--- src/button_debouncer.sv ---
`timescale 1ns/100ps

module button_debouncer #(
   parameter int unsigned HOLD_CYCLES = 4
) (
   input  logic clk,
   input  logic reset,
   input  logic raw,
   output logic pressed
);

   logic [$clog2(HOLD_CYCLES + 1)-1:0] hold_count;

   always_ff @(posedge clk or negedge reset) begin
      if (!reset) begin
         hold_count <= ($clog2(HOLD_CYCLES + 1))'(HOLD_CYCLES); // released after reset
      end else if (raw) begin
         hold_count <= '0;
      end else if (hold_count < HOLD_CYCLES) begin
         hold_count <= hold_count + 1'b1;
      end
   end

   // stretched until the contact stays open long enough
   assign pressed = (hold_count < HOLD_CYCLES);

endmodule

--- config.mk ---
export PLATFORM = sky130hd
export DESIGN_NAME = button_debouncer
export DESIGN_NICKNAME = d
export VERILOG_FILES = /design/src/button_debouncer.sv
export SDC_FILE = /design/constraint.sdc
export NUM_CORES = 1
export LEC_CHECK = 0
export ABC_AREA = 1
export BUFFER_PORTS_ARGS = -buffer_cell sky130_fd_sc_hd__buf_2
export CORE_AREA = 2 2 39 41
export DETAILED_ROUTE_END_ITERATION = 8
export DIE_AREA = 0 0 41 43
export GPL_TIMING_DRIVEN = 0
export PLACE_DENSITY = 0.35
export SYNTH_ARGS = -nofsm -noshare
export SYNTH_HDL_FRONTEND = slang
export SYNTH_SLANG_ARGS = --single-unit
--- constraint.sdc ---
create_clock -name clk -period 1 [get_ports clk]
set_input_delay 0.2 -clock clk [delete_from_list [all_inputs] [get_ports clk]]
set_output_delay 0.2 -clock clk [all_outputs]
set_load 0.05 [all_outputs]
==> results.sh <==
export IMPL_outcome="finished with violations"
export IMPL_violations="setup timing"
export IMPL_drc=0
export IMPL_drt_met1_wl_um=148
export IMPL_rsz0062_at_grt="true"
export IMPL_timing_final_crit_share_pct=115
export IMPL_ys_seq_area_share_pct=56.5
export IMPL_antenna_found_initial=0
export IMPL_grt_use_total_pct=5.84
export IMPL_cts_root_buf="clkbuf_4"
export IMPL_crit_required_ns=0.80
export IMPL_wl_met3_um=41
export IMPL_dpl_hpwl_um=204
export IMPL_cp_max_fo=2
export IMPL_final_nets=31
export IMPL_crit_path_start="hold_count[2]$_DFFE_PN1P_"
export IMPL_yosysWarnings=0
export IMPL_critical_path_max_stage_delay_ns=0.53
export IMPL_drtPass1Iterations=3
export IMPL_totalWireLength_um=338
export IMPL_hold_viol=0
export IMPL_port_buffer_count=3
export IMPL_fp_row_count=14
export IMPL_largest_reg_flops=3
export IMPL_r2r_slack_ns=-0.06
export IMPL_maxSlewHeadroom_pct=90.3
export IMPL_initial_core_util_pct=9.76
export IMPL_start_kind="register"
export IMPL_critPathCapture="pressed"
export IMPL_grt_pass1_vias=137
export IMPL_htree_levels=1
export IMPL_cp_slowest_cell="dfstp_2"
export IMPL_synth_top_cell_area_share_pct=37.0
export IMPL_skew_ns=0.000820
export IMPL_cp_data_arrival_time_ns=0.95
export IMPL_syn_instance_count=15
export IMPL_area_growth_pct=80.6
export IMPL_cap_violations=0
export IMPL_io_pins=4
export IMPL_reg2reg_to="hold_count[0]$_DFFE_PN0P_"
export IMPL_path_class="reg -> out"
export IMPL_crit_chain="inv_2, buf_8"
export IMPL_fin_ws_ns=-0.148
export IMPL_cts_tree="yes"
export IMPL_p_per_area_mw_per_mm2=1950
export IMPL_drtIter0Drc=4
export IMPL_grt_overflow=0
export IMPL_die_area_sq_mm=0.00176
export IMPL_worstMarginPinSlew_ns=0.146
export IMPL_setup_viol=3
export IMPL_grt_max_degree=5
export IMPL_end_kind="primary output"
export IMPL_nFillCells=157
export IMPL_synth_cell_types=8
export IMPL_fmax_mhz=871
export IMPL_ant_nets=0
export IMPL_regArea_sq_um=76.3
export IMPL_insertion_delay_ns=0.24
export IMPL_cts_reportedPaths_clkPinSlew_ns=0.04
export IMPL_period_minus_slack_ns=1.15
export IMPL_fp_dieW_um=41
export IMPL_gp_congestion=0.582
export IMPL_synth_area_leader_cell="dfrtp_1"
export IMPL_fin_tns_setup_ns=-0.239
export IMPL_multi_input_area_sq_um=52.6
export IMPL_finalNonFillerCells=42
export IMPL_synth_seq_cells=3
export IMPL_grt_pass1_wl_um=572
export IMPL_place_inst=34
export IMPL_report_final_slew_viol_count=0
export IMPL_largestRegisters="hold_count: 3 flops"
export IMPL_maxUsedRoutingLayer="met3"
export IMPL_worstReg2RegStart="hold_count[2]$_DFFE_PN1P_"
export IMPL_syn_area_sq_um=135
export IMPL_routed_via_density=3.31
export IMPL_layout_drive_gt1_share_pct=46.2
export IMPL_p_leak_uw=0.000124
export IMPL_antenna_cells=0
export IMPL_cts_buffers=3
export IMPL_wire_per_inst_um=8.05
export IMPL_most_common_layout_cells="3 x nand3_1, 3 x clkbuf_4, 3 x buf_4"
export IMPL_met2WireLength_um=148
export IMPL_coreArea_sq_mm=0.00138
export IMPL_r2r_cells=5
export IMPL_syn_area_per_cell_sq_um=9.01
export IMPL_yosys_top_cells_area="dfrtp_1 37%, dfstp_2 19%, nand3_1 15%"
export IMPL_irDropWorstVdd_mv=0.542
export IMPL_synthesis_nets=19
export IMPL_cts_sinks=3
export IMPL_regMostFlops="hold_count"
export IMPL_hold_path_class="in -> reg"
export IMPL_clockBufferDepth=2
export IMPL_vias=139
export IMPL_hold_start="raw"
export IMPL_die_h_um=43
## worst min path at each step
stage,to,cells after the start
after floorplan,hold_count[0]$_DFFE_PN0P_,0
after global placement,hold_count[0]$_DFFE_PN0P_,1
after detailed placement,hold_count[1]$_DFFE_PN0P_,1
after CTS,hold_count[2]$_DFFE_PN1P_,2
after global routing,hold_count[2]$_DFFE_PN1P_,2
final,hold_count[2]$_DFFE_PN1P_,2
## through the flow
stage	power, uW	cell area [sq um]	hold slack, ns	setup slack (ns)	utilization, %
after CTS	475	231	0.0844	-0.158	16.7
after floorplan	202	135	-0.0956	0.0802	-
final	475	244	0.0921	-0.148	17.6
after global routing	519	244	0.0920	-0.181	17.6
after global placement	217	170	-0.00201	0.0215	12.3
after detailed placement	221	170	0.000615	0.0114	12.3
## layout make-up
class	count	share of cell area (%)
sequential	3	31.3
timing repair buffer	7	23.6
multi-input combinational	9	21.5
clock buffer	4	10.8
tap	16	8.21
inverter	3	4.62
## routing by layer
layer / global-route usage [%] / up-vias
met1: 5.83 / 63
met5: 0 / -
li1: - / 70
met3: 7.85 / 0
met4: 4.00 / 0
met2: 5.94 / 6
## where the power goes
group / internal, uW / leakage, uW / total, uW / switching, uW
logic: 49.6 / 0.0000733 / 101 / 51.4
clock network: 150 / 0.0000150 / 218 / 68.3
registers: 144 / 0.0000360 / 156 / 12.4
## synthesized netlist by cell type (all sizes together)
cell,instances
inv,3
nand2,2
dfstp,1
ha,1
nand3,4
nor2,2
dfrtp,2
## kinds of logic (layout without fill, tap and decap cells)
kind of cell / after synthesis / after routing / share of synthesized area, %
adder cells (fa/ha/maj): 1 / 1 / 9.26
AND/OR/NAND/NOR: 8 / 8 / 25.9
flip-flops: 3 / 3 / 56.5
buffers and inverters: 3 / 14 / 8.33
## worst max-delay path, delay by kind of cell, from the launching register on
| kind | cells | cell delay (ns) |
|---|---|---|
| DFF | 1 | 0.53 |
| buffers and inverters | 2 | 0.19 |
## repair_timing
action / CTS / global route
endpoints found under the hold margin: 3 / 0
resized for setup: 3 / 1
setup buffers: 2 / 1
hold buffers: 1 / 0
setup endpoints to repair: 1 / 1
(Power assumes the default switching activity.)
