## src/game_pkg.sv

```systemverilog
package game_pkg;

   typedef logic signed [10:0] coord_t;
   typedef logic [6:0] step_t;

   typedef struct packed {
      coord_t x;
      coord_t y;
   } player_pos_t;

   typedef struct packed {
      coord_t car_x;
      coord_t truck_x;
      coord_t bigtruck_x;
   } traffic_pos_t;

   typedef enum logic [1:0] {
      MOVEMENT,
      WIN,
      LOSE
   } game_state_t;

   typedef struct packed {
      player_pos_t  player;
      traffic_pos_t traffic;
      game_state_t  state;
   } scene_t;

   typedef struct packed {
      logic up;
      logic left;
      logic right;
   } buttons_t;

   localparam coord_t GRID_STEP   = 80;
   localparam coord_t FIELD_MIN_X = 8;
   localparam coord_t FIELD_MAX_X = 568;
   localparam coord_t GOAL_ROW_Y  = 8;
   localparam coord_t START_X     = 88;
   localparam coord_t START_Y     = 408;

   localparam coord_t BIGTRUCK_ROW_Y = 88;
   localparam coord_t TRUCK_ROW_Y    = 248;
   localparam coord_t CAR_ROW_Y      = 328;

   localparam int BIGTRUCK_LEN    = 192;
   localparam int TRUCK_LEN       = 128;
   localparam int BIGTRUCK_GAP    = 400;
   localparam int TRUCK_GAP       = 240;
   localparam int CAR_GAP         = 240;
   localparam int BIGTRUCK_COPIES = 2;
   localparam int TRUCK_COPIES    = 3;
   localparam int CAR_COPIES      = 3;

   localparam coord_t GOAL_BRICK_X [5] = '{8, 168, 248, 408, 488};

   localparam coord_t CAR_SEQ      [3] = '{8, 88, 168};
   localparam coord_t TRUCK_SEQ    [3] = '{8, 88, -72};
   localparam coord_t BIGTRUCK_SEQ [5] = '{8, -72, -152, 168, 88};

   localparam step_t STEP_MAX = 99;

endpackage

```

## src/player_mover.sv

```systemverilog
`timescale 1ns/100ps

module player_mover (
   input  logic                       clk,
   input  logic                       reset,
   input  game_pkg::buttons_t         buttons,
   input  game_pkg::game_state_t      state,
   output game_pkg::player_pos_t      pos,
   output game_pkg::step_t            step
);

   game_pkg::buttons_t    buttons_prev;
   game_pkg::buttons_t    rise;
   game_pkg::player_pos_t pos_next;
   logic                  moved;

   always_comb begin
      rise     = buttons & ~buttons_prev;
      pos_next = pos;
      moved    = 1'b0;
      if (rise.up) begin
         if (pos.y != game_pkg::GOAL_ROW_Y) begin
            pos_next.y = pos.y - game_pkg::GRID_STEP;
            moved      = 1'b1;
         end
      end else if (rise.left) begin
         if (pos.x != game_pkg::FIELD_MIN_X) begin
            pos_next.x = pos.x - game_pkg::GRID_STEP;
            moved      = 1'b1;
         end
      end else if (rise.right) begin
         if (pos.x != game_pkg::FIELD_MAX_X) begin
            pos_next.x = pos.x + game_pkg::GRID_STEP;
            moved      = 1'b1;
         end
      end
   end

   always_ff @(posedge clk or negedge reset) begin
      if (!reset) begin
         buttons_prev <= '0;
         pos.x        <= game_pkg::START_X;
         pos.y        <= game_pkg::START_Y;
         step         <= '0;
      end else begin
         buttons_prev <= buttons; // edges tracked even while frozen
         if (state == game_pkg::MOVEMENT && moved) begin
            pos <= pos_next;
            if (step < game_pkg::STEP_MAX) begin
               step <= step + 7'd1;
            end
         end
      end
   end

endmodule

```

## config.mk

```make
export PLATFORM = sky130hd
export DESIGN_NAME = player_mover
export DESIGN_NICKNAME = d
export VERILOG_FILES = /design/src/game_pkg.sv /design/src/player_mover.sv
export SDC_FILE = /design/constraint.sdc
export NUM_CORES = 1
export LEC_CHECK = 0
export BUFFER_PORTS_ARGS = -buffer_cell sky130_fd_sc_hd__buf_2
export CORE_MARGIN = 4
export CORE_UTILIZATION = 30
export CTS_CLUSTER_SIZE = 8
export DETAILED_ROUTE_END_ITERATION = 16
export PLACE_DENSITY_LB_ADDON = 0.25
export SLEW_MARGIN = 20
export SYNTH_ARGS = -nofsm -noshare
export SYNTH_HDL_FRONTEND = slang
export SYNTH_SLANG_ARGS = --single-unit
export TNS_END_PERCENT = 50
```

## constraint.sdc

```tcl
create_clock -name clk -period 2.49 [get_ports clk]
set_clock_uncertainty 0.2 [all_clocks]
set_input_delay 0.3735 -clock clk [delete_from_list [all_inputs] [get_ports clk]]
set_output_delay 0.3735 -clock clk [all_outputs]
set_load 0.005 [all_outputs]
```

==> metrics.txt <==
top cells by count, synth dfrtp_1 (19), o21ai_0 (10), xnor2_1 (9); Synth warnings 0; Main synth FF type dfrtp_1; share of cells above drive strength 1 0.2968; RSZ-0062 raised after global routing no; Initial DRC Count 39; mapped cell area 1305 sq um; Seq cells post-synth 24; clk root buf clkbuf_8; Synth cell types 40; Pins Over Slew Limit 0; global-route wire length before repair 4.381 mm; Diodes inserted 0; Mapped Cells 126; CTS sink cnt 24; kind of critical path reg -> reg; clock latency on the worst-skew pair 0.27 ns; pin count of the biggest net entering global routing 25; post-CTS sizing 0; Synth top area share 0.3643; Routed Antenna Nets 0; DIE AREA 5469 sq um; f_max 461.4 MHz; Placer Congestion 0.7158; clock buffer count from CTS 3; Hold Path Cell Cnt 1; Die W 73.96 um; residual DRC count 0; R2R cell count 5; WL/cell 12.79 um; syn_area_per_cell 10.36 sq um; core area 4115 sq um; CTS tree done; hold_sp buttons[0]; status complete, no violations; post-DP HPWL 1.958 mm; die span in y 73.96 um; startpoint types flip-flop; worst reg2reg setup slack 0.32 ns; WL final 2.622 mm; fin crit share 0.8705; row count 23; via count 966; CP required 2.45 ns; Syn-to-layout area delta 16.97%; final core occ 0.3709; Lkg Pwr 0.7075 nW; Crit Reg-Reg Endpoint step[1]; Seq/Total Area, Yosys 0.4650; DR pass1 iterations 4; FFs w/ async S/R, synth 1.000; minimum clock period 2.167 ns; Hold WC Path Type in -> reg; max-cap viol count 0; total track usage 0.1047; PwrDens 1069 nW/um^2; count leader, synth dfrtp_1; H-tree levels 1; WP data arrival 2.13 ns; setup_tns 0 ns; I/O pin total 36; final net count 166; Buffers on Ports 27; Hold Violations, Final 0; Max IR drop VDD 441.8 uV; clock buffer depth 2; CP endpoint kind flip-flop; count of final setup violators 0; Synth area leaders dfrtp_1 (36%), dfstp_2 (10%), xnor2_1 (6.0%), xor2_1 (5.4%), buf_4 (4.6%); reg2reg start pos[19]; vias in the first global route 931; Starting Density 0.3171; most area-hungry cell type in the Yosys netlist dfrtp_1; Worst slew margin 0.6296; CTS clk-pin slew, worst paths 0.09 ns; Hold Path End buttons_prev[0]; Least-Margin Pin Slew 0.5557 ns; initial antenna violation count 0; grt total ovfl 0; CP max FO 7; EDFF count, synth 0; Vias/cell 4.712
-- what timing repair did --
| action | 4_1_cts | 5_1_grt |
|---|---|---|
| endpoints found under the hold margin | 19 | 0 |
| buffers inserted | 0 | 0 |
| hold buffers | 1 | 0 |
-- placed cells by master (no fill, tap or decap), types with 2 or more instances in the layout --
| master | Yosys | routed |
|---|---|---|
| and3_1 | 2 | 2 |
| buf_2 | 0 | 27 |
| buf_4 | 8 | 2 |
| clkbuf_8 | 0 | 4 |
| conb_1 | 2 | 8 |
| dfrtp_1 | 19 | 19 |
| dfstp_2 | 5 | 5 |
| ha_1 | 3 | 3 |
| inv_1 | 4 | 4 |
| mux2_4 | 2 | 2 |
| nand2_1 | 7 | 7 |
| nand2b_1 | 3 | 3 |
| nand3_1 | 4 | 4 |
| nor2_1 | 7 | 7 |
| nor2b_1 | 2 | 2 |
| nor3_1 | 2 | 2 |
| nor4_1 | 5 | 5 |
| o21a_1 | 2 | 2 |
| o21ai_0 | 10 | 10 |
| xnor2_1 | 9 | 9 |
| xor2_1 | 8 | 8 |
-- cell type report --
class	instances	area, sq um
Clock buffer	4	55.05
Fill cell	415	2589
Inverter	4	15.01
Multi-Input combinational cell	93	626.9
Sequential cell	24	606.8
Tap cell	50	62.56
Timing Repair Buffer	30	160.2
-- cells by family after synthesis --
family,synth area share
xor+xnor,0.1141
mux,0.03164
simple gates,0.1784
fa+ha+maj,0.02877
flops,0.4650
other cells,0.005755
compound gates,0.1045
buf+inv,0.07191
-- sequential cells by signal, summed over array words and instances, names as in the netlist --
name and flops:
pos 14, step 7, buttons_prev 3
-- critical path, cell delays in order (launching register included) --
cell,delay (ns)
dfrtp_1,0.46
or4_4,0.57
o211ai_2,0.09
and4b_1,0.35
nor2_2,0.09
mux2_4,0.31
-- worst max-delay path by stage --
stage / start / end / slack, ns / depth (start not counted)
floorplan: pos[4] / step[5] / 0.41 / 7
global placement: pos[19] / step[1] / 0.38 / 5
detailed placement: pos[19] / step[1] / 0.33 / 5
CTS: pos[19] / step[1] / 0.31 / 5
global route: buttons_prev[1] / pos[21] / 0.18 / 8
finish: pos[19] / step[1] / 0.32 / 5
-- power breakdown --
part	switching (mW)	total (mW)	internal, mW	leakage [nW]
clock	0.125	0.266	0.141	0.0288
combinational	0.259	0.569	0.309	0.392
sequential	0.221	0.797	0.576	0.287
-- through the flow --
step	total power, mW	area, sq um	worst slack, ns	hold WS (ns)	cells
2_1_floorplan	1.138	1328	0.4125	-0.1221	132
3_3_place_gp	1.368	1461	0.3757	0.1925	200
3_5_place_dp	1.384	1461	0.3320	0.1970	200
4_1_cts	1.661	1526	0.3077	0.01553	205
5_1_grt	1.774	1526	0.1752	0.01454	205
6_report	1.632	1526	0.3225	0.02221	205
-- routing by layer --
layer	global-route usage	wire [um]	vias up
met5	0	0	-
li1	-	-	480
met4	0.03622	27	0
met1	0.1394	1237	454
met3	0.03378	177	2
met2	0.1604	1179	30
(Power assumes the default switching activity.)
