<file path="src/game_pkg.sv">
package game_pkg;

   typedef logic signed [10:0] coord_t;
   typedef logic [6:0] step_t;

   typedef struct packed {
      coord_t x;
      coord_t y;
   } player_pos_t;

   typedef struct packed {
      coord_t car_x;
      coord_t truck_x;
      coord_t bigtruck_x;
   } traffic_pos_t;

   typedef enum logic [1:0] {
      MOVEMENT,
      WIN,
      LOSE
   } game_state_t;

   typedef struct packed {
      player_pos_t  player;
      traffic_pos_t traffic;
      game_state_t  state;
   } scene_t;

   typedef struct packed {
      logic up;
      logic left;
      logic right;
   } buttons_t;

   localparam coord_t GRID_STEP   = 80;
   localparam coord_t FIELD_MIN_X = 8;
   localparam coord_t FIELD_MAX_X = 568;
   localparam coord_t GOAL_ROW_Y  = 8;
   localparam coord_t START_X     = 88;
   localparam coord_t START_Y     = 408;

   localparam coord_t BIGTRUCK_ROW_Y = 88;
   localparam coord_t TRUCK_ROW_Y    = 248;
   localparam coord_t CAR_ROW_Y      = 328;

   localparam int BIGTRUCK_LEN    = 192;
   localparam int TRUCK_LEN       = 128;
   localparam int BIGTRUCK_GAP    = 400;
   localparam int TRUCK_GAP       = 240;
   localparam int CAR_GAP         = 240;
   localparam int BIGTRUCK_COPIES = 2;
   localparam int TRUCK_COPIES    = 3;
   localparam int CAR_COPIES      = 3;

   localparam coord_t GOAL_BRICK_X [5] = '{8, 168, 248, 408, 488};

   localparam coord_t CAR_SEQ      [3] = '{8, 88, 168};
   localparam coord_t TRUCK_SEQ    [3] = '{8, 88, -72};
   localparam coord_t BIGTRUCK_SEQ [5] = '{8, -72, -152, 168, 88};

   localparam step_t STEP_MAX = 99;

endpackage

</file>
<file path="src/panel_pkg.sv">
package panel_pkg;

   typedef logic [3:0] digit_t;

   typedef enum logic [1:0] {
      DIG_WIN_HI,
      DIG_WIN_LO,
      DIG_TENS,
      DIG_ONES
   } scan_digit_t;

   localparam logic [7:0] SEG_CODE [10] = '{
      8'h3f, 8'h06, 8'h5b, 8'h4f, 8'h66,
      8'h6d, 8'h7d, 8'h07, 8'h7f, 8'h6f
   };

   localparam digit_t WIN_DIGIT = 4'd9;

   // pairs of lamps moving from the middle to the edges
   localparam logic [15:0] CHASE [8] = '{
      16'h0180, 16'h0240, 16'h0420, 16'h0810,
      16'h1008, 16'h2004, 16'h4002, 16'h8001
   };

   localparam logic [27:0] DEF_DEBOUNCE = 28'd1048576;
   localparam logic [27:0] DEF_TRAFFIC  = 28'd134217728;
   localparam logic [27:0] DEF_SCAN     = 28'd262144;
   localparam logic [27:0] DEF_LIGHT    = 28'd33554432;

endpackage

</file>
<file path="src/score_display.sv">
`timescale 1ns/100ps

module score_display (
   input  logic                  clk,
   input  logic                  reset,
   input  logic                  tick,
   input  game_pkg::game_state_t state,
   input  game_pkg::step_t       step,
   output logic [3:0]            seg_enable,
   output logic [7:0]            sevenseg
);

   panel_pkg::scan_digit_t scan;
   panel_pkg::scan_digit_t scan_next;
   panel_pkg::digit_t      tens;
   panel_pkg::digit_t      ones;
   panel_pkg::digit_t      digit;
   logic [3:0]             enable_next;

   assign tens      = panel_pkg::digit_t'(step / 7'd10);
   assign ones      = panel_pkg::digit_t'(step % 7'd10);
   assign scan_next = tick ? panel_pkg::scan_digit_t'(scan + 2'd1) : scan;

   always_comb begin
      enable_next = 4'b0000;
      digit       = 4'd0;
      case (scan_next)
         panel_pkg::DIG_WIN_HI: begin
            if (state == game_pkg::WIN) begin
               enable_next = 4'b1000;
               digit       = panel_pkg::WIN_DIGIT;
            end
         end
         panel_pkg::DIG_WIN_LO: begin
            if (state == game_pkg::WIN) begin
               enable_next = 4'b0100;
               digit       = panel_pkg::WIN_DIGIT;
            end
         end
         panel_pkg::DIG_TENS: begin
            enable_next = 4'b0010;
            digit       = tens;
         end
         default: begin
            enable_next = 4'b0001; // ones digit
            digit       = ones;
         end
      endcase
   end

   always_ff @(posedge clk or negedge reset) begin
      if (!reset) begin
         scan       <= panel_pkg::DIG_WIN_HI;
         seg_enable <= 4'b0000;
         sevenseg   <= panel_pkg::SEG_CODE[0];
      end else begin
         scan       <= scan_next;
         seg_enable <= enable_next;
         sevenseg   <= panel_pkg::SEG_CODE[digit]; // refreshed every clock
      end
   end

endmodule

</file>
<file path="config.mk">
export PLATFORM = sky130hd
export DESIGN_NAME = score_display
export DESIGN_NICKNAME = d
export VERILOG_FILES = /design/src/game_pkg.sv /design/src/panel_pkg.sv /design/src/score_display.sv
export SDC_FILE = /design/constraint.sdc
export NUM_CORES = 1
export LEC_CHECK = 0
export BUFFER_PORTS_ARGS = -buffer_cell sky130_fd_sc_hd__clkbuf_2
export CAP_MARGIN = 0
export CORE_MARGIN = 2
export CORE_UTILIZATION = 50
export CTS_CLUSTER_DIAMETER = 30
export DETAILED_ROUTE_END_ITERATION = 12
export HOLD_SLACK_MARGIN = 0.08
export PLACE_DENSITY = 0.75
export SYNTH_ARGS = -nofsm -noshare
export SYNTH_HDL_FRONTEND = slang
export SYNTH_SLANG_ARGS = --single-unit
</file>
<file path="constraint.sdc">
create_clock -name clk -period 2.2 [get_ports clk]
set_input_delay 0.22 -clock clk [delete_from_list [all_inputs] [get_ports clk]]
set_output_delay 0.22 -clock clk [all_outputs]
set_load 0.02 [all_outputs]
</file>
==> impl_results.md <==
* Global placement routability congestion at 0.922
* Seq/Total Area, Yosys at 0.327
* Post-route ant nets at 0
* DRC violation count after routing at 0
* RR Endpoint: sevenseg[0]$_DFF_PN1_
* Setup Viol. Count Final at 7
* Required @ worst endpoint at 2410 ps
* I/O pins at 24
* Crit path cell chain: clkbuf_2 > nor2_1 > a211oi_2 > a31oi_2 > o31ai_4 > xnor2_2 > ha_2 > inv_2 > o22a_4 > xnor2_4 > a31oi_4 > buf_6 > ha_4 > mux2_4 > nand2_2
* Crit-path leading delay family: compound AO/OA/AOI/OAI gates
* Max Freq at 396 MHz
* Max_cap viols at 0
* Switching power at 0.910 mW
* Share of cells above drive strength 1 at 0.645
* Routed vias at 1,202
* IO buf count at 22
* CP Launch Type: primary input
* TritonCTS buffer count at 3
* Combinational group share of total power at 0.719
* Status: complete, but fails checks
* Largest net degree at the start of global routing at 14
* CTS max path bufs at 2
* DPL Wire Length at 2250 um
* Clock power frac at 0.070
* Count of cell types in the netlist at 44
* # rows at 16
* Worst path arrival time at 2740 ps
* Area of the mapped netlist at 1020 sq um
* Vias per inst at 6.13
* Maximum vdd ir drop at 0.982 mV
* Diode count at 0
* Fin. max-slew vios at 0
* Hold worst-path end: seg_enable[3]$_DFF_PN0_
* PwrDens at 1160 nW/um^2
* Htree depth at 1
* Slowest stage delay, CP at 290 ps
* Pint at 1.10 mW
* RSZ-0062 raised after global routing: yes
* WS Path Type: primary input to register
* Antenna violations before repair at 0
* Layout Cells excl Fill at 196
* Fin crit period at 2520 ps
* Violated checks: negative setup slack
* Yosys warnings at 0
* Mapped Nets at 127
* CTS tree: done
* Die ar. at 2410 sq um
* Core ar. at 1940 sq um
* Sw Share at 0.453
* CP Max Fanout at 4
* Min-Delay Path Depth at 3
* WL/cell at 21.5 um
* Clock sink count at 13
* Worst R2R Start: scan[0]$_DFF_PN0_
* Area growth syn-to-layout at 70.8%
* Post-Synthesis Cells at 108
* Post-synth EDFFs at 0
* FILL cells at 86
* Commonest non-fill, non-tap cells in the layout: 32 x buf_4, 20 x clkbuf_2, 9 x nand2_1, 8 x buf_6
* Fraction of power consumed by sequential logic at 0.211
* Slowest stage cell on the critical path: o31ai_4
* Clock root cell: clkbuf_4
* Die Ht at 49.1 um
* Iteration-0 DRC count of the detailed router at 42
* Post-synth top flop: dfrtp_1
* WL final at 4220 um
* Most common cell after layout, fill and taps aside: buf_4
* R2R setup slack at 60 ps
* Hold Startpoint: state[0]
* Clk_skew at 2.96 ps
* Post-placement cell count at 180
* Total track usage at 0.292
* Asr flop ratio synth at 1.00
* GRT overflow at 0
* Clock Latency Late Sink at 270 ps
* Syn avg cell area at 9.42 sq um
* Drt first pass iters at 5
* Fin crit share at 1.15
* Critical Path Sink Type: register
* R2R depth at 9
* #FFs+latches synth at 13
* Setup WS post-layout at -322 ps
* CP bufs+invs at 3
* Starting density of the core at 0.524
* Via count of the first global-routing pass at 1,128
* Clock transition at path regs at 70 ps
* Final Hold Viols at 0
* Die width at 49.1 um
* Min-delay worst type: primary input to register
* Final net count at 189
* First-pass GRT wire length at 5340 um
* Pwr Total at 2.01 mW
* Leak at 0.780 nW
## stage by stage
step                hold slack [ps]  setup TNS (ps)  setup WS (ps)  cell area (sq um)  utilization
floorplan                     -75.6           -2540           -466               1070            -
global placement                111           -2680           -433               1370        0.707
detailed placement              122           -3880           -653               1370        0.707
CTS                             275            -767           -186               1540        0.792
global route                    325           -2190           -376               1740        0.895
finish                          315           -1830           -322               1740        0.895
## Yosys cell counts (2+ instances only)
library cell / count / area [sq um]
a211oi_1: 2 / 15.0
a21oi_1: 2 / 10.0
a31oi_1: 4 / 25.0
buf_2: 2 / 10.0
buf_4: 2 / 15.0
dfrtp_1: 7 / 175
dfstp_2: 6 / 158
ha_1: 7 / 87.6
inv_1: 7 / 26.3
nand2_1: 11 / 41.3
nand2b_1: 3 / 18.8
nand3_1: 2 / 10.0
nand3b_1: 2 / 15.0
nor2_1: 8 / 30.0
nor2b_1: 5 / 31.3
o21ai_0: 2 / 10.0
o221ai_1: 2 / 17.5
o22a_1: 2 / 17.5
o22ai_1: 2 / 12.5
o31a_1: 2 / 17.5
xnor2_1: 3 / 26.3
xor2_1: 3 / 26.3
## what timing repair did
| action | CTS | global route |
|---|---|---|
| setup buffers | 5 | 6 |
| pin swaps | 9 | 13 |
| gates resized for setup | 15 | 31 |
| hold endpoints to repair | 7 | 0 |
| endpoints found under the setup margin | 7 | 7 |
| hold buffers | 1 | 0 |
## cell type report
type | instances | area [sq um] | area share
clock buffers | 4 | 26.3 | 0.0151
inverters | 7 | 26.3 | 0.0151
multi-input cells | 83 | 863 | 0.497
flip-flops and latches | 13 | 333 | 0.192
well taps | 27 | 33.8 | 0.0194
repair buffers | 62 | 455 | 0.262
## power by group through the flow
| stage | combinational [mW] | sequential (mW) | clock, mW |
|---|---|---|---|
| 5_1_grt | 1.51 | 0.430 | 0.157 |
| 3_3_place_gp | 0.909 | 0.413 | 0 |
| 4_1_cts | 1.13 | 0.415 | 0.145 |
| 6_report | 1.45 | 0.424 | 0.141 |
| 3_5_place_dp | 0.953 | 0.419 | 0 |
| 2_1_floorplan | 0.478 | 0.514 | 0 |
## worst max path at each step
| stage | startpoint | depth (start not counted) | to | slack (ps) |
|---|---|---|---|---|
| final | step[2] | 15 | sevenseg[0]$_DFF_PN1_ | -320 |
| after global routing | step[2] | 15 | sevenseg[6]$_DFF_PN0_ | -380 |
| after CTS | step[3] | 15 | sevenseg[6]$_DFF_PN0_ | -190 |
| after detailed placement | step[5] | 15 | sevenseg[6]$_DFF_PN0_ | -650 |
| after global placement | step[5] | 15 | sevenseg[3]$_DFF_PN1_ | -430 |
| after floorplan | step[3] | 15 | sevenseg[6]$_DFF_PN0_ | -470 |
## state kept, by name (all words and copies together), names as in the netlist
signal	count
sevenseg	7
scan	2
seg_enable	4
## logic make-up (layout without fill, tap and decap cells)
group                    count (synthesis)  in the layout  share of synthesized area
AO/OA/AOI/OAI                           29             29                      0.240
XOR/XNOR                                 6              6                     0.0517
adder cells (fa/ha/maj)                  7              7                     0.0861
buffers and inverters                   12             73                     0.0615
flip-flops                              13             13                      0.327
multiplexers                             2              2                     0.0246
other                                    1              1                    0.00369
AND/OR/NAND/NOR                         38             38                      0.205
## tightest hold or removal path: cells and delay by family
family,cells,cell delay [ps]
and+or+nand+nor,2,250
buffers and inverters,1,80
## routing by layer
layer / part of all wire / global-route usage / up-vias / wire length [um]
met5: 0 / 0 / - / 0
li1: - / - / 509 / -
met2: 0.48 / 0.523 / 91 / 2050
met1: 0.39 / 0.353 / 575 / 1650
met3: 0.071 / 0.0245 / 27 / 301
met4: 0.054 / 0.129 / 0 / 227
Power figures use the tool's default switching activity.
