## config.mk

```make
export PLATFORM = sky130hd
export DESIGN_NAME = lose_lights
export DESIGN_NICKNAME = d
export VERILOG_FILES = /design/src/game_pkg.sv /design/src/panel_pkg.sv /design/src/lose_lights.sv
export SDC_FILE = /design/constraint.sdc
export NUM_CORES = 1
export LEC_CHECK = 0
export BUFFER_PORTS_ARGS = -buffer_cell sky130_fd_sc_hd__buf_2
export CAP_MARGIN = 15
export CORE_AREA = 3 3 40 42
export DETAILED_ROUTE_END_ITERATION = 12
export DIE_AREA = 0 0 43 45
export PLACE_DENSITY = 0.64
export SETUP_SLACK_MARGIN = 0.2
export SLEW_MARGIN = 20
export SYNTH_ARGS = -nofsm -noshare
export SYNTH_HDL_FRONTEND = slang
export SYNTH_SLANG_ARGS = --single-unit
```

## constraint.sdc

```tcl
create_clock -name clk -period 1.5 [get_ports clk]
set_input_delay 0.15 -clock clk [delete_from_list [all_inputs] [get_ports clk]]
set_output_delay 0.15 -clock clk [all_outputs]
set_load 0.005 [all_outputs]
```

## src/game_pkg.sv

```systemverilog
package game_pkg;

   typedef logic signed [10:0] coord_t;
   typedef logic [6:0] step_t;

   typedef struct packed {
      coord_t x;
      coord_t y;
   } player_pos_t;

   typedef struct packed {
      coord_t car_x;
      coord_t truck_x;
      coord_t bigtruck_x;
   } traffic_pos_t;

   typedef enum logic [1:0] {
      MOVEMENT,
      WIN,
      LOSE
   } game_state_t;

   typedef struct packed {
      player_pos_t  player;
      traffic_pos_t traffic;
      game_state_t  state;
   } scene_t;

   typedef struct packed {
      logic up;
      logic left;
      logic right;
   } buttons_t;

   localparam coord_t GRID_STEP   = 80;
   localparam coord_t FIELD_MIN_X = 8;
   localparam coord_t FIELD_MAX_X = 568;
   localparam coord_t GOAL_ROW_Y  = 8;
   localparam coord_t START_X     = 88;
   localparam coord_t START_Y     = 408;

   localparam coord_t BIGTRUCK_ROW_Y = 88;
   localparam coord_t TRUCK_ROW_Y    = 248;
   localparam coord_t CAR_ROW_Y      = 328;

   localparam int BIGTRUCK_LEN    = 192;
   localparam int TRUCK_LEN       = 128;
   localparam int BIGTRUCK_GAP    = 400;
   localparam int TRUCK_GAP       = 240;
   localparam int CAR_GAP         = 240;
   localparam int BIGTRUCK_COPIES = 2;
   localparam int TRUCK_COPIES    = 3;
   localparam int CAR_COPIES      = 3;

   localparam coord_t GOAL_BRICK_X [5] = '{8, 168, 248, 408, 488};

   localparam coord_t CAR_SEQ      [3] = '{8, 88, 168};
   localparam coord_t TRUCK_SEQ    [3] = '{8, 88, -72};
   localparam coord_t BIGTRUCK_SEQ [5] = '{8, -72, -152, 168, 88};

   localparam step_t STEP_MAX = 99;

endpackage

```

## src/panel_pkg.sv

```systemverilog
package panel_pkg;

   typedef logic [3:0] digit_t;

   typedef enum logic [1:0] {
      DIG_WIN_HI,
      DIG_WIN_LO,
      DIG_TENS,
      DIG_ONES
   } scan_digit_t;

   localparam logic [7:0] SEG_CODE [10] = '{
      8'h3f, 8'h06, 8'h5b, 8'h4f, 8'h66,
      8'h6d, 8'h7d, 8'h07, 8'h7f, 8'h6f
   };

   localparam digit_t WIN_DIGIT = 4'd9;

   // pairs of lamps moving from the middle to the edges
   localparam logic [15:0] CHASE [8] = '{
      16'h0180, 16'h0240, 16'h0420, 16'h0810,
      16'h1008, 16'h2004, 16'h4002, 16'h8001
   };

   localparam logic [27:0] DEF_DEBOUNCE = 28'd1048576;
   localparam logic [27:0] DEF_TRAFFIC  = 28'd134217728;
   localparam logic [27:0] DEF_SCAN     = 28'd262144;
   localparam logic [27:0] DEF_LIGHT    = 28'd33554432;

endpackage

```

## src/lose_lights.sv

```systemverilog
`timescale 1ns/100ps

module lose_lights (
   input  logic                  clk,
   input  logic                  reset,
   input  logic                  tick,
   input  game_pkg::game_state_t state,
   output logic [15:0]           light
);

   logic [2:0] chase_idx;

   always_ff @(posedge clk or negedge reset) begin
      if (!reset) begin
         chase_idx <= '0;
      end else if (state != game_pkg::LOSE) begin
         chase_idx <= '0;
      end else if (tick) begin
         chase_idx <= chase_idx + 3'd1; // wraps after the last pattern
      end
   end

   assign light = (state == game_pkg::LOSE) ? panel_pkg::CHASE[chase_idx] : 16'h0000;

endmodule

```

==> impl_metrics.toml, run 1 <==
[timing]
tns_ps = 0
finalHoldViolCount = 0
fin_crit_ps = 1394
slew_viol_final = 0
fin_crit_sh = 0.9291
clock.fmax_ghz = 0.7176
rsz0062_at_grt = "true"
setup_viol = 0
setup_ws_ps = 106.4
worstMarginPinSlew_ps = 161.2
relSlewSlack = 0.8926
skew_ps = 0.8844

[detailed_routing]
wl_um = 626
dr.first_iter.drc_count = 5
drc = 0
dr.pass1.iters = 2
antenna_left = 0
routed_via_density = 4.028
wl_per_cell_um = 8.694
vias = 290

[place]
dp_worst_setup_slack_ps = 254.8
hpwl_um = 517.9
gp_congestion = 0.7194
io_buffers = 20

[floorplanning]
coreArea_mm2 = 0.001285
num_rows = 13
start_util = 0.2726
die_y_um = 45
ios = 21
dieArea_mm2 = 0.001935
die_x_um = 43

[setup_path]
cp_common_cell = "ha_2"
cp-start-kind = "flop"
crit_buf_inv = 1
reg2reg_to = "chase_idx[2]"
critical_path_class = "reg2out"
cp-endpoint = "light[11]"
ff2ff_path_depth = 3
crit_chain = "ha_2 > ha_2 > and2_4 > buf_6"
rr_startpoint = "chase_idx[0]"
critPathSlowestCell = "dfrtp_1"
crit_arrival_ps = 1240
critPathMaxStageDelay_ps = 410
required_ps = 1350
critPathTopFamily = "flip-flops"
worst-path-max-fanout = 4
end_kind = "output port"
setup.worst_path.start = "chase_idx[1]"
path_depth = 4
rrSetupSlack_ps = 320

[layout]
largest_reg_flops = 3
final_nets = 69
num-fill-cells = 125
insertedDiodeCount = 0
drive_above_1_share = 0.6491
layout_common_cells = "buf_2, nor2_1, buf_6"
reg_top3 = "chase_idx (3)"
area_delta_synth_final_pct = 43.21
top_register = "chase_idx"
final_common_cell = "buf_2"

[clock_tree]
clk-insertion-delay-late_ps = 230
cts.path.max_buffers = 2
clkTransAtPathRegs_ps = 40
cts_made_buffers = 3
clk_root_buffer_cell = "clkbuf_4"
cts_tree = "yes"
cts_sinks = 3
htreeDepth = 1

[yosys]
ys_seq_elements = 3
syn_inst = 39
ys_warn_count = 0
synth_fp_nets = 50
yosysSeqAreaShare = 0.2143
synthTopCellsByArea = "dfrtp_1, ha_1, buf_4, nor2_1, and2_2"
synthDistinctLibCells = 15
synth_top_area_cell = "dfrtp_1"
avgSynthCellArea_um2 = 8.983
syn_area_um2 = 350.3
synth_top_area_share = 0.2143

[worst_hold_path]
hp-class = "in2reg"

[grt]
grt_max_degree = 8
overflow = 0
track_usage = 0.06594
grt_pass1_vias = 254
grt_pass1_wl_um = 952
antenna_found_initial = 0

[run]
maxCapViolations = 0

[power]
p_leak_uw = 0.0002747
p_per_area_mw_per_mm2 = 546.5
ir_drop_mv = 0.3537

[run_status]
outcome = "completed"
[Yosys cell counts (all sizes together)]
cell type	instances
buf	8
ha	6
nor2	5
dfrtp	3
inv	3
and2	2
and3	2
nand2	2
nand2b	2
nor3	2
a211oi	1
mux2i	1
nor2b	1
xnor2	1
[kinds of logic after synthesis]
| kind of cell | after synthesis | share of synthesized area |
|---|---|---|
| compound gates | 1 | 0.03571 |
| simple gates | 16 | 0.2786 |
| buf+inv | 11 | 0.2036 |
| fa+ha+maj | 6 | 0.2143 |
| mux | 1 | 0.02857 |
| xor+xnor | 1 | 0.02500 |
| flops | 3 | 0.2143 |
[where the power goes]
part | internal [uW] | switching (uW) | leakage, uW
clock | 99.5 | 38.9 | 0.0000150
sequential | 84.3 | 4.42 | 0.0000394
combinational | 24.0 | 23.1 | 0.000220
total | 208 | 66.5 | 0.000275
[cell type report]
class	count	area, um^2	share of cell area
Inverter	3	11.26	0.02244
Timing Repair Buffer	22	142.6	0.2843
Multi-Input combinational cell	25	226.5	0.4514
Sequential cell	3	76.32	0.1521
Tap cell	15	18.77	0.03741
Clock buffer	4	26.28	0.05237
[per-layer routing]
layer	global-route usage	part of all wire	up-vias	wire, um
met5	0	0	-	0
met4	0.05422	0	0	0
met3	0.01195	0.073	0	46
met2	0.1108	0.51	11	318
met1	0.07282	0.42	128	262
li1	-	-	151	-
[stage by stage]
| stage | power (uW) | hold slack (ps) | utilization | instance area, um^2 | instances |
|---|---|---|---|---|---|
| CTS | 282.6 | 170.9 | 0.3778 | 485.5 | 72 |
| detailed placement | 130.7 | -51.96 | 0.3184 | 409.1 | 66 |
| global placement | 129.8 | -51.36 | 0.3184 | 409.1 | 66 |
| finish | 274.2 | 176.4 | 0.3905 | 501.7 | 72 |
| floorplan | 113.6 | -145.6 | - | 350.3 | 39 |
| global route | 300.7 | 174.3 | 0.3905 | 501.7 | 72 |
[how the worst min path moves through the flow]
stage | startpoint | to | slack (ps) | depth (start not counted)
final | tick | chase_idx[2] | 180 | 2
after global placement | reset | chase_idx[2] | -50 | 1
after global routing | tick | chase_idx[2] | 170 | 2
after detailed placement | reset | chase_idx[1] | -50 | 1
after floorplan | reset | chase_idx[0] | -150 | 0
after CTS | tick | chase_idx[2] | 170 | 2
[timing repair]
action,in CTS,in global routing
setup endpoints to repair,16,16
buffers inserted,1,0
hold buffers,1,0
endpoints found under the hold margin,3,0
resized for setup,10,4
pin swaps,2,0
(Power assumes the default switching activity.)
==> run 2: changes to the inputs <==
--- a/config.mk
+++ b/config.mk
@@ -5,13 +5,14 @@
 export SDC_FILE = /design/constraint.sdc
 export NUM_CORES = 1
 export LEC_CHECK = 0
-export BUFFER_PORTS_ARGS = -buffer_cell sky130_fd_sc_hd__buf_2
+export BUFFER_PORTS_ARGS = -buffer_cell sky130_fd_sc_hd__buf_4
 export CAP_MARGIN = 15
 export CORE_AREA = 3 3 40 42
 export DETAILED_ROUTE_END_ITERATION = 12
 export DIE_AREA = 0 0 43 45
 export PLACE_DENSITY = 0.64
 export SETUP_SLACK_MARGIN = 0.2
+export SKIP_LAST_GASP = 1
 export SLEW_MARGIN = 20
 export SYNTH_ARGS = -nofsm -noshare
 export SYNTH_HDL_FRONTEND = slang
==> impl_metrics.toml, run 2 (synthesized netlist as in run 1, its figures left out) <==
[timing]
clock.fmax_ghz = 0.7149
slew_viol_final = 0
finalHoldViolCount = 0
setup_viol = 0
holdWs_ps = 130.8
relSlewSlack = 0.8895
fin_crit_ps = 1399
tns_ps = 0
worstMarginPinSlew_ps = 164.9
setup_ws_ps = 101.2
rsz0062_at_grt = "true"
skew_ps = 5.218
fin_crit_sh = 0.9326

[layout]
final_nets = 70
postLayoutCellArea_um2 = 563.0
drive_above_1_share = 0.7241
final_common_cell = "buf_4"
largest_reg_flops = 3
top_register = "chase_idx"
insertedDiodeCount = 0
layout_common_cells = "buf_4, buf_6, ha_2, nor2_1, clkbuf_4"
area_delta_synth_final_pct = 60.71
finalNonFillerCells = 73
reg_top3 = "chase_idx (3)"
num-fill-cells = 137

[floorplanning]
die_y_um = 45
num_rows = 13
dieArea_mm2 = 0.001935
die_x_um = 43
coreArea_mm2 = 0.001285
start_util = 0.2726
ios = 21

[grt]
grt_pass1_vias = 305
grt_max_degree = 8
grt_pass1_wl_um = 1145
overflow = 0
antenna_found_initial = 0
track_usage = 0.08187

[setup_path]
setup.worst_path.start = "chase_idx[1]"
critPathMaxStageDelay_ps = 410
cp-start-kind = "flop"
required_ps = 1350
critical_path_class = "reg2out"
critPathSlowestCell = "dfrtp_1"
end_kind = "output port"
crit_chain = "ha_2 > ha_2 > and2_4 > buf_6"
crit_arrival_ps = 1250
cp_common_cell = "ha_2"
worst-path-max-fanout = 4
rr_startpoint = "chase_idx[1]"

[detailed_routing]
routed_via_density = 4.137
wl_per_cell_um = 10.08
vias = 302
antenna_left = 0
dr.first_iter.drc_count = 0
drc = 0
wl_um = 736
dr.pass1.iters = 1

[clock_tree]
cts_sinks = 3
htreeDepth = 1
clk_root_buffer_cell = "clkbuf_4"
cts_tree = "yes"
cts.path.max_buffers = 2
clk-insertion-delay-late_ps = 230
clkTransAtPathRegs_ps = 40
cts_made_buffers = 3

[power]
p_per_area_mw_per_mm2 = 517.8
ir_drop_mv = 0.2520
p_leak_uw = 0.0002831

[worst_hold_path]
hp-class = "in2reg"
min_from = "tick"

[place]
dp_worst_setup_slack_ps = 250.7
hpwl_um = 558.9
place_inst = 66
io_buffers = 20
gp_congestion = 0.7257
dpl-instance-area_um2 = 459.2

[run]
maxCapViolations = 0

[run_status]
outcome = "completed"
run 2: cell types whose count changed in the layout (fill, tap and decap cells not counted):
cell     change
buf_2       -16
buf_4       +16
buf_6        +1
ha_1         -1
ha_2         +1
nand2_1      -1
nand2_2      +1
nor2_1       -2
nor2_2       +2
run 2: layout make-up:
cell class	instances	area [um^2]	area share
multi-input combinational	25	236.5	0.4200
inverter	3	11.26	0.02000
timing repair buffer	23	193.9	0.3444
tap	15	18.77	0.03333
sequential	3	76.32	0.1356
clock buffer	4	26.28	0.04667
run 2: where the power goes:
part	switching, uW	internal (uW)	total, uW
clock network	44.9	99.9	145
logic	25.6	32.8	58.4
registers	4.16	84.2	88.3
run 2: through the flow:
stage	utilization	total power, uW
6_report	0.4382	291.6
3_5_place_dp	0.3574	137.0
5_1_grt	0.4382	315.3
2_1_floorplan	-	113.6
3_3_place_gp	0.3574	136.5
4_1_cts	0.4333	296.5
run 2: worst max-delay path: cells and delay by family (launching register included):
kind / cells / cell delay (ps)
and+or+nand+nor: 1 / 140
adders and majority gates: 2 / 370
DFF: 1 / 410
buffers and inverters: 1 / 110
run 2: final timing paths:
path,endpoint,cells past startpoint,slack [ps]
setup / recovery,light[11],4,100
hold / removal,chase_idx[2],2,130
setup reg to reg,chase_idx[2],3,310
hold reg to reg,chase_idx[1],2,610
max in group asynchronous,chase_idx[2],2,1150
min in group asynchronous,chase_idx[0],2,240
run 2: timing repair:
item / in CTS / in global routing
pin swaps: 5 / 1
resized for setup: 16 / 3
setup endpoints to repair: 16 / 16
setup buffers: 2 / 0
hold endpoints to repair: 3 / 0
hold buffers: 1 / 0
run 2: metal layers:
metal  vias up  track usage  wire [um]
met4         0      0.07229          0
met1       137      0.08029        269
met2        11       0.1377        409
li1        154            -          -
met5         -            0          0
met3         0      0.02789         57
